--- src/hdl/uart_alu_pkg.sv ---
package uart_alu_pkg;

    //////////////////////////////////////////////////
    // Word sizes and bit timing.
    //////////////////////////////////////////////////

    // Serial data word, also the ALU operand width.
    localparam int DATA_WIDTH = 8;

    // Opcode sits in the low bits of the third byte.
    localparam int OPCODE_WIDTH = 6;

    // Oversampling ticks per bit period.
    localparam int OVERSAMPLE = 16;

    typedef logic [DATA_WIDTH-1:0] uart_byte_t;

    //////////////////////////////////////////////////
    // ALU operations.
    //////////////////////////////////////////////////

    typedef enum logic [OPCODE_WIDTH-1:0] {
        ADD = 6'h20,
        SUB = 6'h22,
        AND = 6'h24,
        OR  = 6'h25,
        XOR = 6'h26,
        NOR = 6'h27,
        SRL = 6'h02,
        SRA = 6'h03
    } alu_op_e;

    // One complete request, built from three received bytes.
    typedef struct packed {
        uart_byte_t              operand_a;
        uart_byte_t              operand_b;
        logic [OPCODE_WIDTH-1:0] opcode;
    } alu_request_t;

endpackage

--- src/hdl/alu_frame_assembler.sv ---
`timescale 1ns/1ps

module alu_frame_assembler (
    input  logic                       i_clock,
    input  logic                       i_reset,
    input  logic                       i_valid,
    input  uart_alu_pkg::uart_byte_t   i_byte,
    output logic                       o_valid,
    output uart_alu_pkg::alu_request_t o_request
);

    localparam logic [1:0] BYTE_A  = 2'd0;
    localparam logic [1:0] BYTE_B  = 2'd1;
    localparam logic [1:0] BYTE_OP = 2'd2;

    logic [1:0]               byte_index;
    uart_alu_pkg::uart_byte_t operand_a;
    uart_alu_pkg::uart_byte_t operand_b;
    logic                     last_byte;

    assign last_byte = i_valid && (byte_index == BYTE_OP);

    // Byte order is operand A, operand B, then opcode.
    always_ff @(posedge i_clock) begin
        if (!i_reset) begin
            byte_index <= BYTE_A;
            o_valid    <= 1'b0;
        end else begin
            o_valid <= last_byte;
            if (i_valid) begin
                case (byte_index)
                    BYTE_A:  byte_index <= BYTE_B;
                    BYTE_B:  byte_index <= BYTE_OP;
                    default: byte_index <= BYTE_A;
                endcase
            end
        end
    end

    // Operand and request storage.
    always_ff @(posedge i_clock) begin
        if (i_valid && (byte_index == BYTE_A)) begin
            operand_a <= i_byte;
        end
        if (i_valid && (byte_index == BYTE_B)) begin
            operand_b <= i_byte;
        end
        if (last_byte) begin
            o_request.operand_a <= operand_a;
            o_request.operand_b <= operand_b;
            o_request.opcode    <= i_byte[uart_alu_pkg::OPCODE_WIDTH-1:0];
        end
    end

endmodule

--- src/hdl/alu_stage.sv ---
`timescale 1ns/1ps

module alu_stage (
    input  logic                       i_clock,
    input  logic                       i_reset,
    input  logic                       i_valid,
    input  uart_alu_pkg::alu_request_t i_request,
    output logic                       o_valid,
    output uart_alu_pkg::uart_byte_t   o_result
);

    uart_alu_pkg::uart_byte_t                   operand_a;
    uart_alu_pkg::uart_byte_t                   operand_b;
    uart_alu_pkg::uart_byte_t                   result;
    logic [$clog2(uart_alu_pkg::DATA_WIDTH)-1:0] shift_amount;

    assign operand_a    = i_request.operand_a;
    assign operand_b    = i_request.operand_b;
    assign shift_amount = operand_b[$clog2(uart_alu_pkg::DATA_WIDTH)-1:0];

    // Sum and difference wrap modulo 256.
    always_comb begin
        case (i_request.opcode)
            uart_alu_pkg::ADD: result = operand_a + operand_b;
            uart_alu_pkg::SUB: result = operand_a - operand_b;
            uart_alu_pkg::AND: result = operand_a & operand_b;
            uart_alu_pkg::OR:  result = operand_a | operand_b;
            uart_alu_pkg::XOR: result = operand_a ^ operand_b;
            uart_alu_pkg::NOR: result = ~(operand_a | operand_b);
            uart_alu_pkg::SRL: result = operand_a >> shift_amount;
            uart_alu_pkg::SRA: result = $signed(operand_a) >>> shift_amount;
            default:           result = '0;
        endcase
    end

    always_ff @(posedge i_clock) begin
        if (!i_reset) begin
            o_valid <= 1'b0;
        end else begin
            o_valid <= i_valid;
        end
    end

    always_ff @(posedge i_clock) begin
        if (i_valid) begin
            o_result <= result;
        end
    end

endmodule

--- src/hdl/baud_tick_gen.sv ---
`timescale 1ns/1ps

module baud_tick_gen #(
    parameter int CLOCKS_PER_TICK = 27
) (
    input  logic i_clock,
    input  logic i_reset,
    output logic o_tick
);

    localparam int COUNT_WIDTH = (CLOCKS_PER_TICK > 1) ? $clog2(CLOCKS_PER_TICK) : 1;
    localparam logic [COUNT_WIDTH-1:0] LAST_COUNT = COUNT_WIDTH'(CLOCKS_PER_TICK - 1);

    logic [COUNT_WIDTH-1:0] count;

    // Counter wraps and pulses the tick once per period.
    always_ff @(posedge i_clock) begin
        if (!i_reset) begin
            count  <= '0;
            o_tick <= 1'b0;
        end else if (count == LAST_COUNT) begin
            count  <= '0;
            o_tick <= 1'b1;
        end else begin
            count  <= count + 1'b1;
            o_tick <= 1'b0;
        end
    end

endmodule

--- src/hdl/uart_alu_top.sv ---
`timescale 1ns/1ps

module uart_alu_top #(
    parameter int CLOCKS_PER_TICK = 27,
    parameter int STOP_BITS       = 2
) (
    input  logic i_clock,
    input  logic i_reset,
    input  logic i_rx,
    output logic o_tx,
    output logic o_tx_done,
    output logic o_frame_error
);

    logic                       tick;
    logic                       rx_valid;
    uart_alu_pkg::uart_byte_t   rx_byte;
    logic                       req_valid;
    uart_alu_pkg::alu_request_t req;
    logic                       res_valid;
    uart_alu_pkg::uart_byte_t   res_byte;

    // Shared oversampling tick for both serial directions.
    baud_tick_gen #(
        .CLOCKS_PER_TICK(CLOCKS_PER_TICK)
    ) u_baud_tick_gen (
        .i_clock(i_clock),
        .i_reset(i_reset),
        .o_tick (tick)
    );

    uart_rx #(
        .STOP_BITS(STOP_BITS)
    ) u_uart_rx (
        .i_clock      (i_clock),
        .i_reset      (i_reset),
        .i_tick       (tick),
        .i_rx         (i_rx),
        .o_valid      (rx_valid),
        .o_byte       (rx_byte),
        .o_frame_error(o_frame_error)
    );

    alu_frame_assembler u_alu_frame_assembler (
        .i_clock  (i_clock),
        .i_reset  (i_reset),
        .i_valid  (rx_valid),
        .i_byte   (rx_byte),
        .o_valid  (req_valid),
        .o_request(req)
    );

    alu_stage u_alu_stage (
        .i_clock  (i_clock),
        .i_reset  (i_reset),
        .i_valid  (req_valid),
        .i_request(req),
        .o_valid  (res_valid),
        .o_result (res_byte)
    );

    uart_tx #(
        .STOP_BITS(STOP_BITS)
    ) u_uart_tx (
        .i_clock  (i_clock),
        .i_reset  (i_reset),
        .i_tick   (tick),
        .i_valid  (res_valid),
        .i_data   (res_byte),
        .o_tx     (o_tx),
        .o_tx_done(o_tx_done)
    );

endmodule

--- src/hdl/uart_rx.sv ---
`timescale 1ns/1ps

module uart_rx #(
    parameter int STOP_BITS = 2
) (
    input  logic                     i_clock,
    input  logic                     i_reset,
    input  logic                     i_tick,
    input  logic                     i_rx,
    output logic                     o_valid,
    output uart_alu_pkg::uart_byte_t o_byte,
    output logic                     o_frame_error
);

    localparam logic [3:0] IDLE  = 4'b0001;
    localparam logic [3:0] START = 4'b0010;
    localparam logic [3:0] DATA  = 4'b0100;
    localparam logic [3:0] STOP  = 4'b1000;

    localparam int TICK_WIDTH = $clog2(uart_alu_pkg::OVERSAMPLE);
    localparam int BIT_WIDTH  = $clog2(uart_alu_pkg::DATA_WIDTH);
    localparam int STOP_WIDTH = (STOP_BITS > 1) ? $clog2(STOP_BITS) : 1;

    localparam logic [TICK_WIDTH-1:0] MID_TICK  = TICK_WIDTH'(uart_alu_pkg::OVERSAMPLE / 2 - 1);
    localparam logic [TICK_WIDTH-1:0] LAST_TICK = TICK_WIDTH'(uart_alu_pkg::OVERSAMPLE - 1);
    localparam logic [BIT_WIDTH-1:0]  LAST_BIT  = BIT_WIDTH'(uart_alu_pkg::DATA_WIDTH - 1);
    localparam logic [STOP_WIDTH-1:0] LAST_STOP = STOP_WIDTH'(STOP_BITS - 1);

    logic                     rx_meta;
    logic                     rx_sync;
    logic                     rx_prev;
    logic [3:0]               state;
    logic [TICK_WIDTH-1:0]    tick_count;
    logic [BIT_WIDTH-1:0]     bit_count;
    logic [STOP_WIDTH-1:0]    stop_count;
    uart_alu_pkg::uart_byte_t shift_reg;
    logic                     bit_sample;
    logic                     stop_sample;

    // Two flop synchronizer, third flop for edge detect.
    always_ff @(posedge i_clock) begin
        if (!i_reset) begin
            rx_meta <= 1'b1;
            rx_sync <= 1'b1;
            rx_prev <= 1'b1;
        end else begin
            rx_meta <= i_rx;
            rx_sync <= rx_meta;
            rx_prev <= rx_sync;
        end
    end

    // Sample points, 16 ticks apart after the start check.
    assign bit_sample    = i_tick && (tick_count == LAST_TICK);
    assign stop_sample   = (state == STOP) && bit_sample;
    assign o_valid       = stop_sample && rx_sync && (stop_count == LAST_STOP);
    assign o_frame_error = stop_sample && !rx_sync;
    assign o_byte        = shift_reg;

    //////////////////////////////////////////////////
    // Frame state machine.
    //////////////////////////////////////////////////

    always_ff @(posedge i_clock) begin
        if (!i_reset) begin
            state      <= IDLE;
            tick_count <= '0;
            bit_count  <= '0;
            stop_count <= '0;
        end else begin
            case (state)
                IDLE: begin
                    tick_count <= '0;
                    bit_count  <= '0;
                    stop_count <= '0;
                    if (rx_prev && !rx_sync) begin
                        state <= START;
                    end
                end
                START: begin
                    if (i_tick) begin
                        if (tick_count == MID_TICK) begin
                            // A high line at mid-bit was only a glitch.
                            tick_count <= '0;
                            state      <= rx_sync ? IDLE : DATA;
                        end else begin
                            tick_count <= tick_count + 1'b1;
                        end
                    end
                end
                DATA: begin
                    if (i_tick) begin
                        tick_count <= bit_sample ? '0 : tick_count + 1'b1;
                    end
                    if (bit_sample) begin
                        bit_count <= bit_count + 1'b1;
                        if (bit_count == LAST_BIT) begin
                            state <= STOP;
                        end
                    end
                end
                STOP: begin
                    if (i_tick) begin
                        tick_count <= bit_sample ? '0 : tick_count + 1'b1;
                    end
                    if (bit_sample) begin
                        stop_count <= stop_count + 1'b1;
                        if (!rx_sync || (stop_count == LAST_STOP)) begin
                            state <= IDLE;
                        end
                    end
                end
                default: state <= IDLE;
            endcase
        end
    end

    // Data bits arrive MSB first.
    always_ff @(posedge i_clock) begin
        if ((state == DATA) && bit_sample) begin
            shift_reg <= {shift_reg[uart_alu_pkg::DATA_WIDTH-2:0], rx_sync};
        end
    end

endmodule

--- src/hdl/uart_tx.sv ---
`timescale 1ns/1ps

module uart_tx #(
    parameter int STOP_BITS = 2
) (
    input  logic                     i_clock,
    input  logic                     i_reset,
    input  logic                     i_tick,
    input  logic                     i_valid,
    input  uart_alu_pkg::uart_byte_t i_data,
    output logic                     o_tx,
    output logic                     o_tx_done
);

    localparam logic [3:0] WAIT  = 4'b0001;
    localparam logic [3:0] START = 4'b0010;
    localparam logic [3:0] DATA  = 4'b0100;
    localparam logic [3:0] STOP  = 4'b1000;

    localparam int TICK_WIDTH = $clog2(uart_alu_pkg::OVERSAMPLE);
    localparam int BIT_WIDTH  = $clog2(uart_alu_pkg::DATA_WIDTH);
    localparam int STOP_WIDTH = (STOP_BITS > 1) ? $clog2(STOP_BITS) : 1;

    localparam logic [TICK_WIDTH-1:0] LAST_TICK = TICK_WIDTH'(uart_alu_pkg::OVERSAMPLE - 1);
    localparam logic [BIT_WIDTH-1:0]  LAST_BIT  = BIT_WIDTH'(uart_alu_pkg::DATA_WIDTH - 1);
    localparam logic [STOP_WIDTH-1:0] LAST_STOP = STOP_WIDTH'(STOP_BITS - 1);

    logic [3:0]               state;
    logic                     pending;
    logic [TICK_WIDTH-1:0]    tick_count;
    logic [BIT_WIDTH-1:0]     bit_count;
    logic [STOP_WIDTH-1:0]    stop_count;
    uart_alu_pkg::uart_byte_t shift_reg;
    logic                     load;
    logic                     bit_end;

    // New bytes are only accepted while idle with nothing queued.
    assign load    = (state == WAIT) && !pending && i_valid;
    assign bit_end = i_tick && (tick_count == LAST_TICK);

    //////////////////////////////////////////////////
    // Frame state machine.
    //////////////////////////////////////////////////

    always_ff @(posedge i_clock) begin
        if (!i_reset) begin
            state      <= WAIT;
            pending    <= 1'b0;
            tick_count <= '0;
            bit_count  <= '0;
            stop_count <= '0;
        end else begin
            if ((state != WAIT) && i_tick) begin
                tick_count <= bit_end ? '0 : tick_count + 1'b1;
            end
            case (state)
                WAIT: begin
                    tick_count <= '0;
                    bit_count  <= '0;
                    stop_count <= '0;
                    if (load) begin
                        pending <= 1'b1;
                    end else if (pending && i_tick) begin
                        // Frame starts on a tick boundary.
                        pending <= 1'b0;
                        state   <= START;
                    end
                end
                START: begin
                    if (bit_end) begin
                        state <= DATA;
                    end
                end
                DATA: begin
                    if (bit_end) begin
                        bit_count <= bit_count + 1'b1;
                        if (bit_count == LAST_BIT) begin
                            state <= STOP;
                        end
                    end
                end
                STOP: begin
                    if (bit_end) begin
                        stop_count <= stop_count + 1'b1;
                        if (stop_count == LAST_STOP) begin
                            state <= WAIT;
                        end
                    end
                end
                default: state <= WAIT;
            endcase
        end
    end

    // MSB leaves first.
    always_ff @(posedge i_clock) begin
        if (load) begin
            shift_reg <= i_data;
        end else if ((state == DATA) && bit_end) begin
            shift_reg <= {shift_reg[uart_alu_pkg::DATA_WIDTH-2:0], 1'b0};
        end
    end

    always_comb begin
        case (state)
            START:   o_tx = 1'b0;
            DATA:    o_tx = shift_reg[uart_alu_pkg::DATA_WIDTH-1];
            default: o_tx = 1'b1;
        endcase
    end

    assign o_tx_done = (state == WAIT);

endmodule

--- config.mk ---
export PLATFORM = sky130hd
export DESIGN_NAME = uart_alu_top
export DESIGN_NICKNAME = d
export VERILOG_FILES = /design/src/hdl/uart_alu_pkg.sv /design/src/hdl/alu_frame_assembler.sv /design/src/hdl/alu_stage.sv /design/src/hdl/baud_tick_gen.sv /design/src/hdl/uart_alu_top.sv /design/src/hdl/uart_rx.sv /design/src/hdl/uart_tx.sv
export SDC_FILE = /design/constraint.sdc
export NUM_CORES = 1
export LEC_CHECK = 0
export BUFFER_PORTS_ARGS = -buffer_cell sky130_fd_sc_hd__buf_2
export CAP_MARGIN = 20
export CORE_MARGIN = 8
export CORE_UTILIZATION = 32
export DETAILED_ROUTE_END_ITERATION = 12
export PLACE_DENSITY = 0.58
export RECOVER_POWER = 25
export SYNTH_ARGS = -nofsm -noshare
export SYNTH_HDL_FRONTEND = slang
export SYNTH_HIERARCHICAL = 1
export SYNTH_SLANG_ARGS = --single-unit
--- constraint.sdc ---
create_clock -name i_clock -period 3.35 [get_ports i_clock]
set_clock_uncertainty 0.2 [all_clocks]
set_input_delay 0 -clock i_clock [delete_from_list [all_inputs] [get_ports i_clock]]
set_output_delay 0 -clock i_clock [all_outputs]
set_load 0.02 [all_outputs]
# ---- Yosys cells after proc, flatten, opt, wreduce, memory -nomap -nowiden
# Cells that the tools add are included.
dict set report totals {
  ff_bits 100
  inputBits 3
}
dict set report classes {
  mux 39
  shifts 2
  n_eq_ne 40
  reduce_logical 38
  addsub 9
  bitwise_logic 5
}
# operator count
set ops {}
lappend ops {{$mux W4} 19}
lappend ops {{$pmux W8 S8} 1}
lappend ops {{$eq A6 B6 Y1 const B} 6}
lappend ops {{$pmux W4 S4} 2}
lappend ops {{$ne A2 B1 Y1 const B} 12}
lappend ops {{$eq A4 B4 Y1 const B} 4}
lappend ops {{$logic_and A1 B1 Y1} 16}
lappend ops {{$mux W8} 2}
lappend ops {{$reduce_and A7 Y1} 2}
lappend ops {{$eq A4 B3 Y1 const B} 3}
lappend ops {{$eq A6 B2 Y1 const B} 2}
lappend ops {{$pmux W3 S2} 2}
lappend ops {{$pmux W4 S3} 1}
lappend ops {{$reduce_bool A2 Y1} 6}
lappend ops {{$reduce_and A2 Y1} 5}
lappend ops {{$mux W3} 3}
lappend ops {{$add A4 B1 Y4 const B} 2}
lappend ops {{$add A8 B8 Y8} 1}
lappend ops {{$and A8 B8 Y8} 1}
lappend ops {{$eq A4 B1 Y1 const B} 2}
lappend ops {{$eq A4 B2 Y1 const B} 2}
lappend ops {{$not A8 Y8} 1}
lappend ops {{$or A8 B8 Y8} 1}
lappend ops {{$shr A8 B3 Y8} 1}
lappend ops {{other kinds (22)} 36}

# ---- Logic depth before layout (Yosys ltp)
dict set report depth {
  ltp_word 6
  depth_mapped 12
}

# ---- Cells and area by module
# The synthesis kept the hierarchy.
# mod instances area_per_inst_um2 cells_per_inst
set by_module_without_submodules {}
lappend by_module_without_submodules {alu_stage 1 1694.1 204}
lappend by_module_without_submodules {alu_frame_assembler 1 1270.0 51}
lappend by_module_without_submodules {uart_rx 1 1113.6 107}
lappend by_module_without_submodules {uart_tx 1 1024.7 95}
lappend by_module_without_submodules {baud_tick_gen 1 270.3 24}

# ---- Least setup slack after synthesis
# No wires, ideal clock.
dict set report synth_timing {
  path_type {register to register}
  startpoint {register u_alu_frame_assembler/o_request[3] (netlist bit)}
  endpoint {register u_alu_stage.o_result[6], data pin}
  t_arrival_ns 2.588
  setup_ns 0.256
  stages_incl_launch_ff 11
  path_slack_ns 0.306
  path_buffers 1
  synth_period_minus_slack_ns 3.044
  cell_sequence {edfxtp_1 > nor4b_4 > and2_1 > clkbuf_1 > mux2_2 > fa_1 > nand2b_1 > a21oi_1 > o21a_1 > o21ai_0 > a31o_2}
}
dict set report synth_via {
  elab_chain_cells 2
  elab_cells_between_ends 9
}
# element line_no
set synth_lines {}
lappend synth_lines {{start: declaration} alu_frame_assembler.sv:9} ;# output uart_alu_pkg::alu_request_t o_request
lappend synth_lines {{$eq A6 B2 Y1 or $eq A6 B6 Y1 (tied branches)} alu_stage.sv:23} ;# case (i_request.opcode)
lappend synth_lines {{$pmux W8 S8 *} alu_stage.sv:23}
lappend synth_lines {{net u_alu_stage.result[6]} alu_stage.sv:14} ;# uart_alu_pkg::uart_byte_t result;
lappend synth_lines {{end signal: assignment} alu_stage.sv:46} ;# o_result <= result;
lappend synth_lines {{end: declaration} alu_stage.sv:9} ;# output uart_alu_pkg::uart_byte_t o_result
# The timed path passes the listed nets; every way through them passes the cells marked *.
# A chain may end at the register's enable or synchronous reset.

# ---- Worst setup path in the final report
# Same ends and word-level chain as after synthesis.

==> flow_summary.yaml <==
power_and_ir_drop:
  pwr-share-seq_pct: 53.8
  p_sw_share_pct: 23.9
  pwr-share-clk_pct: 38.6
  leakage_nw: 2.09
  powerDensity_nw_per_um2: 426
  p_total_mw: 2.50
  switchingPower_mw: 0.598
  combinationalPowerShare_pct: 7.6
  intPower_mw: 1.91
  ir_drop_uv: 312
floorplan:
  rows: 47
  ios: 6
  die_w_um: 146
  dieArea_um2: 21200
  start_util_pct: 32.5
  coreArea_um2: 16500
  die_h_um: 146
synth:
  synth_ff_type: "edfxtp_1"
  avgSynthCellArea_um2: 11.2
  synth_area_leaders: "edfxtp_1 35%, dfxtp_1 14%, ha_1 7.5%, a21oi_1 2.6%, mux2i_1 2.4%"
  ys_ff_latch: 100
  yosys_warnings: 6
  post-synth-top-count-cell: "edfxtp_1"
  synth-seq-area-share_pct: 48.8
  yosysTopAreaCellShare_pct: 34.7
  synth_fp_nets: 517
  synth_top_cell_by_area: "edfxtp_1"
  synth_cell_types: 77
  synth-edff-count: 62
  syn_area_um2: 5370
  syn_inst: 481
  synth_common_cells: "62 x edfxtp_1, 38 x dfxtp_1, 34 x nand2_1"
  synthArstFlopShare_pct: 0
cells_and_area:
  multi_input_area_um2: 2480
  regMostFlops: "u_alu_frame_assembler/o_request"
  largest_register_ffs: 22
  register_area_um2: 2620
  fin_nets: 521
  final_area_um2: 5880
  antenna_cells: 0
  area_growth_syn_to_layout_pct: 9.43
  drive_gt1_share_pct: 12.4
  fill_cells: 1607
setup_path:
  startpoint_type: "flip-flop"
  cp_max_fo: 6
  worst_ep_required_time_ps: 3240
  arrival_ps: 3040
  critPathKind: "reg -> reg"
  end_kind: "flip-flop"
timing:
  rsz0062_at_grt: "no"
  setup_slack_ps: 200
  setup_viol: 0
  slew_violations: 0
  fmax_ghz: 0.317
  period_minus_slack_ps: 3150
  maxSlewHeadroom_pct: 63.6
  min_period_over_period_pct: 94.0
  hold_viol_final: 0
  tns_ps: 0
  tightestPinTransition_ps: 546
route:
  wire_per_inst_um: 14.3
  viasPerCell: 5.07
  firstDrtPassIters: 4
  totalWireLength_um: 10200
  route.detailed.drc: 0
  first_iter_violations: 271
  ant_nets: 0
  num_vias: 3602
clock_tree:
  clk_pin_slew_worst_paths_ps: 70
  clock_latency_ps: 340
  cts.path.max_buffers: 2
  numCtsBuffers: 9
  clockRootBuffer: "clkbuf_16"
  cts_sinks: 100
  htreeDepth: 3
  cts_tree: "built"
place:
  portBuffers: 5
  gp_congestion: 0.866
  dpl_cell_area_um2: 5570
  detailed_place_hpwl_um: 7200
  dp_slack_ps: 183
global_route:
  grtUsageTotal_pct: 9.82
  grt_pass1_wl_um: 17300
  grt_max_degree: 32
  antenna_found_initial: 0
  grt_pass1_vias: 3552
  grt_overflow: 0
run_status:
  outcome: "completed"
run:
  max_cap_viol_count: 0
hold_path:
  hold_path.class: "reg -> reg"
-- layout by cell type (no fill, tap or decap), types with 8 or more instances in the layout --
master     Yosys  final
o21ai_0       24     24
buf_4          2      8
edfxtp_1      62     62
nand3_1       17     17
nand2b_1      10     10
xnor2_1       10     10
inv_1         24     24
clkbuf_16      0      9
nor2_1        25     25
ha_1          32     32
dfxtp_1       38     38
o211ai_1      11     11
a21oi_1       28     28
mux2_2         9      9
nand2_1       34     34
mux2i_1       13     13
-- power groups by stage --
stage	registers [mW]	logic, mW	clock network [mW]
finish	1.35	0.191	0.965
global route	1.35	0.213	1.05
CTS	1.35	0.192	1.00
detailed placement	1.38	0.190	0
global placement	1.37	0.179	0
floorplan	1.35	0.196	0
-- critical path: stages, from the launching register on --
cell and delay, ps:
edfxtp_1 440, nor4b_4 350, and2_2 260, mux2_2 390
fa_1 410, nand2b_1 190, a21oi_1 190, o21a_1 150
o21ai_0 80, a31o_2 250
-- layer usage --
layer / global-route usage (%) / up-vias / part of all wire (%)
li1: - / 1791 / -
met1: 12.1 / 1740 / 48
met2: 16.4 / 60 / 48
met3: 2.21 / 11 / 3.0
met4: 3.75 / 0 / 1.2
met5: 0 / - / 0
-- layout make-up --
cell class | count | share of cell area, %
sequential | 100 | 44.6
multi-input combinational | 330 | 42.2
tap | 220 | 4.68
clock buffer | 10 | 3.89
timing repair buffer | 17 | 2.04
inverter | 27 | 1.81
clock inverter | 6 | 0.787
-- logic make-up (layout without fill, tap and decap cells) --
logic type | after synthesis | in the layout | share of synthesized area, %
compound gates | 108 | 108 | 13.4
xor+xnor | 16 | 16 | 2.61
fa+ha+maj | 33 | 33 | 7.82
buf+inv | 51 | 60 | 5.05
flops | 100 | 100 | 48.8
mux | 24 | 24 | 5.15
simple gates | 149 | 149 | 17.2
-- what timing repair did --
action | CTS | global route
resized for setup | 0 | 1
setup buffers | 0 | 0
endpoints found under the hold margin | 8 | 0
setup endpoints to repair | 0 | 1
hold buffers | 3 | 0
-- per-stage QoR --
stage | utilization [%] | hold WS, ps | cells
6_report | 35.6 | 203 | 710
5_1_grt | 35.6 | 217 | 710
4_1_cts | 35.5 | 211 | 709
3_5_place_dp | 33.7 | -11.4 | 690
3_3_place_gp | 33.7 | -13.1 | 690
2_1_floorplan | - | -98.5 | 481
-- final timing paths --
check	slack, ps	cells past startpoint	end	startpoint
hold / removal	200	1	u_uart_rx/rx_sync$_SDFF_PN1_	u_uart_rx/rx_meta$_SDFF_PN1_
setup / recovery	200	9	u_alu_stage/o_result[6]$_DFFE_PP_	u_alu_frame_assembler/o_request[3]$_DFFE_PP_
hold reg to reg	200	1	u_uart_rx/rx_sync$_SDFF_PN1_	u_uart_rx/rx_meta$_SDFF_PN1_
setup reg to reg	200	9	u_alu_stage/o_result[6]$_DFFE_PP_	u_alu_frame_assembler/o_request[3]$_DFFE_PP_
(Power assumes the default switching activity.)
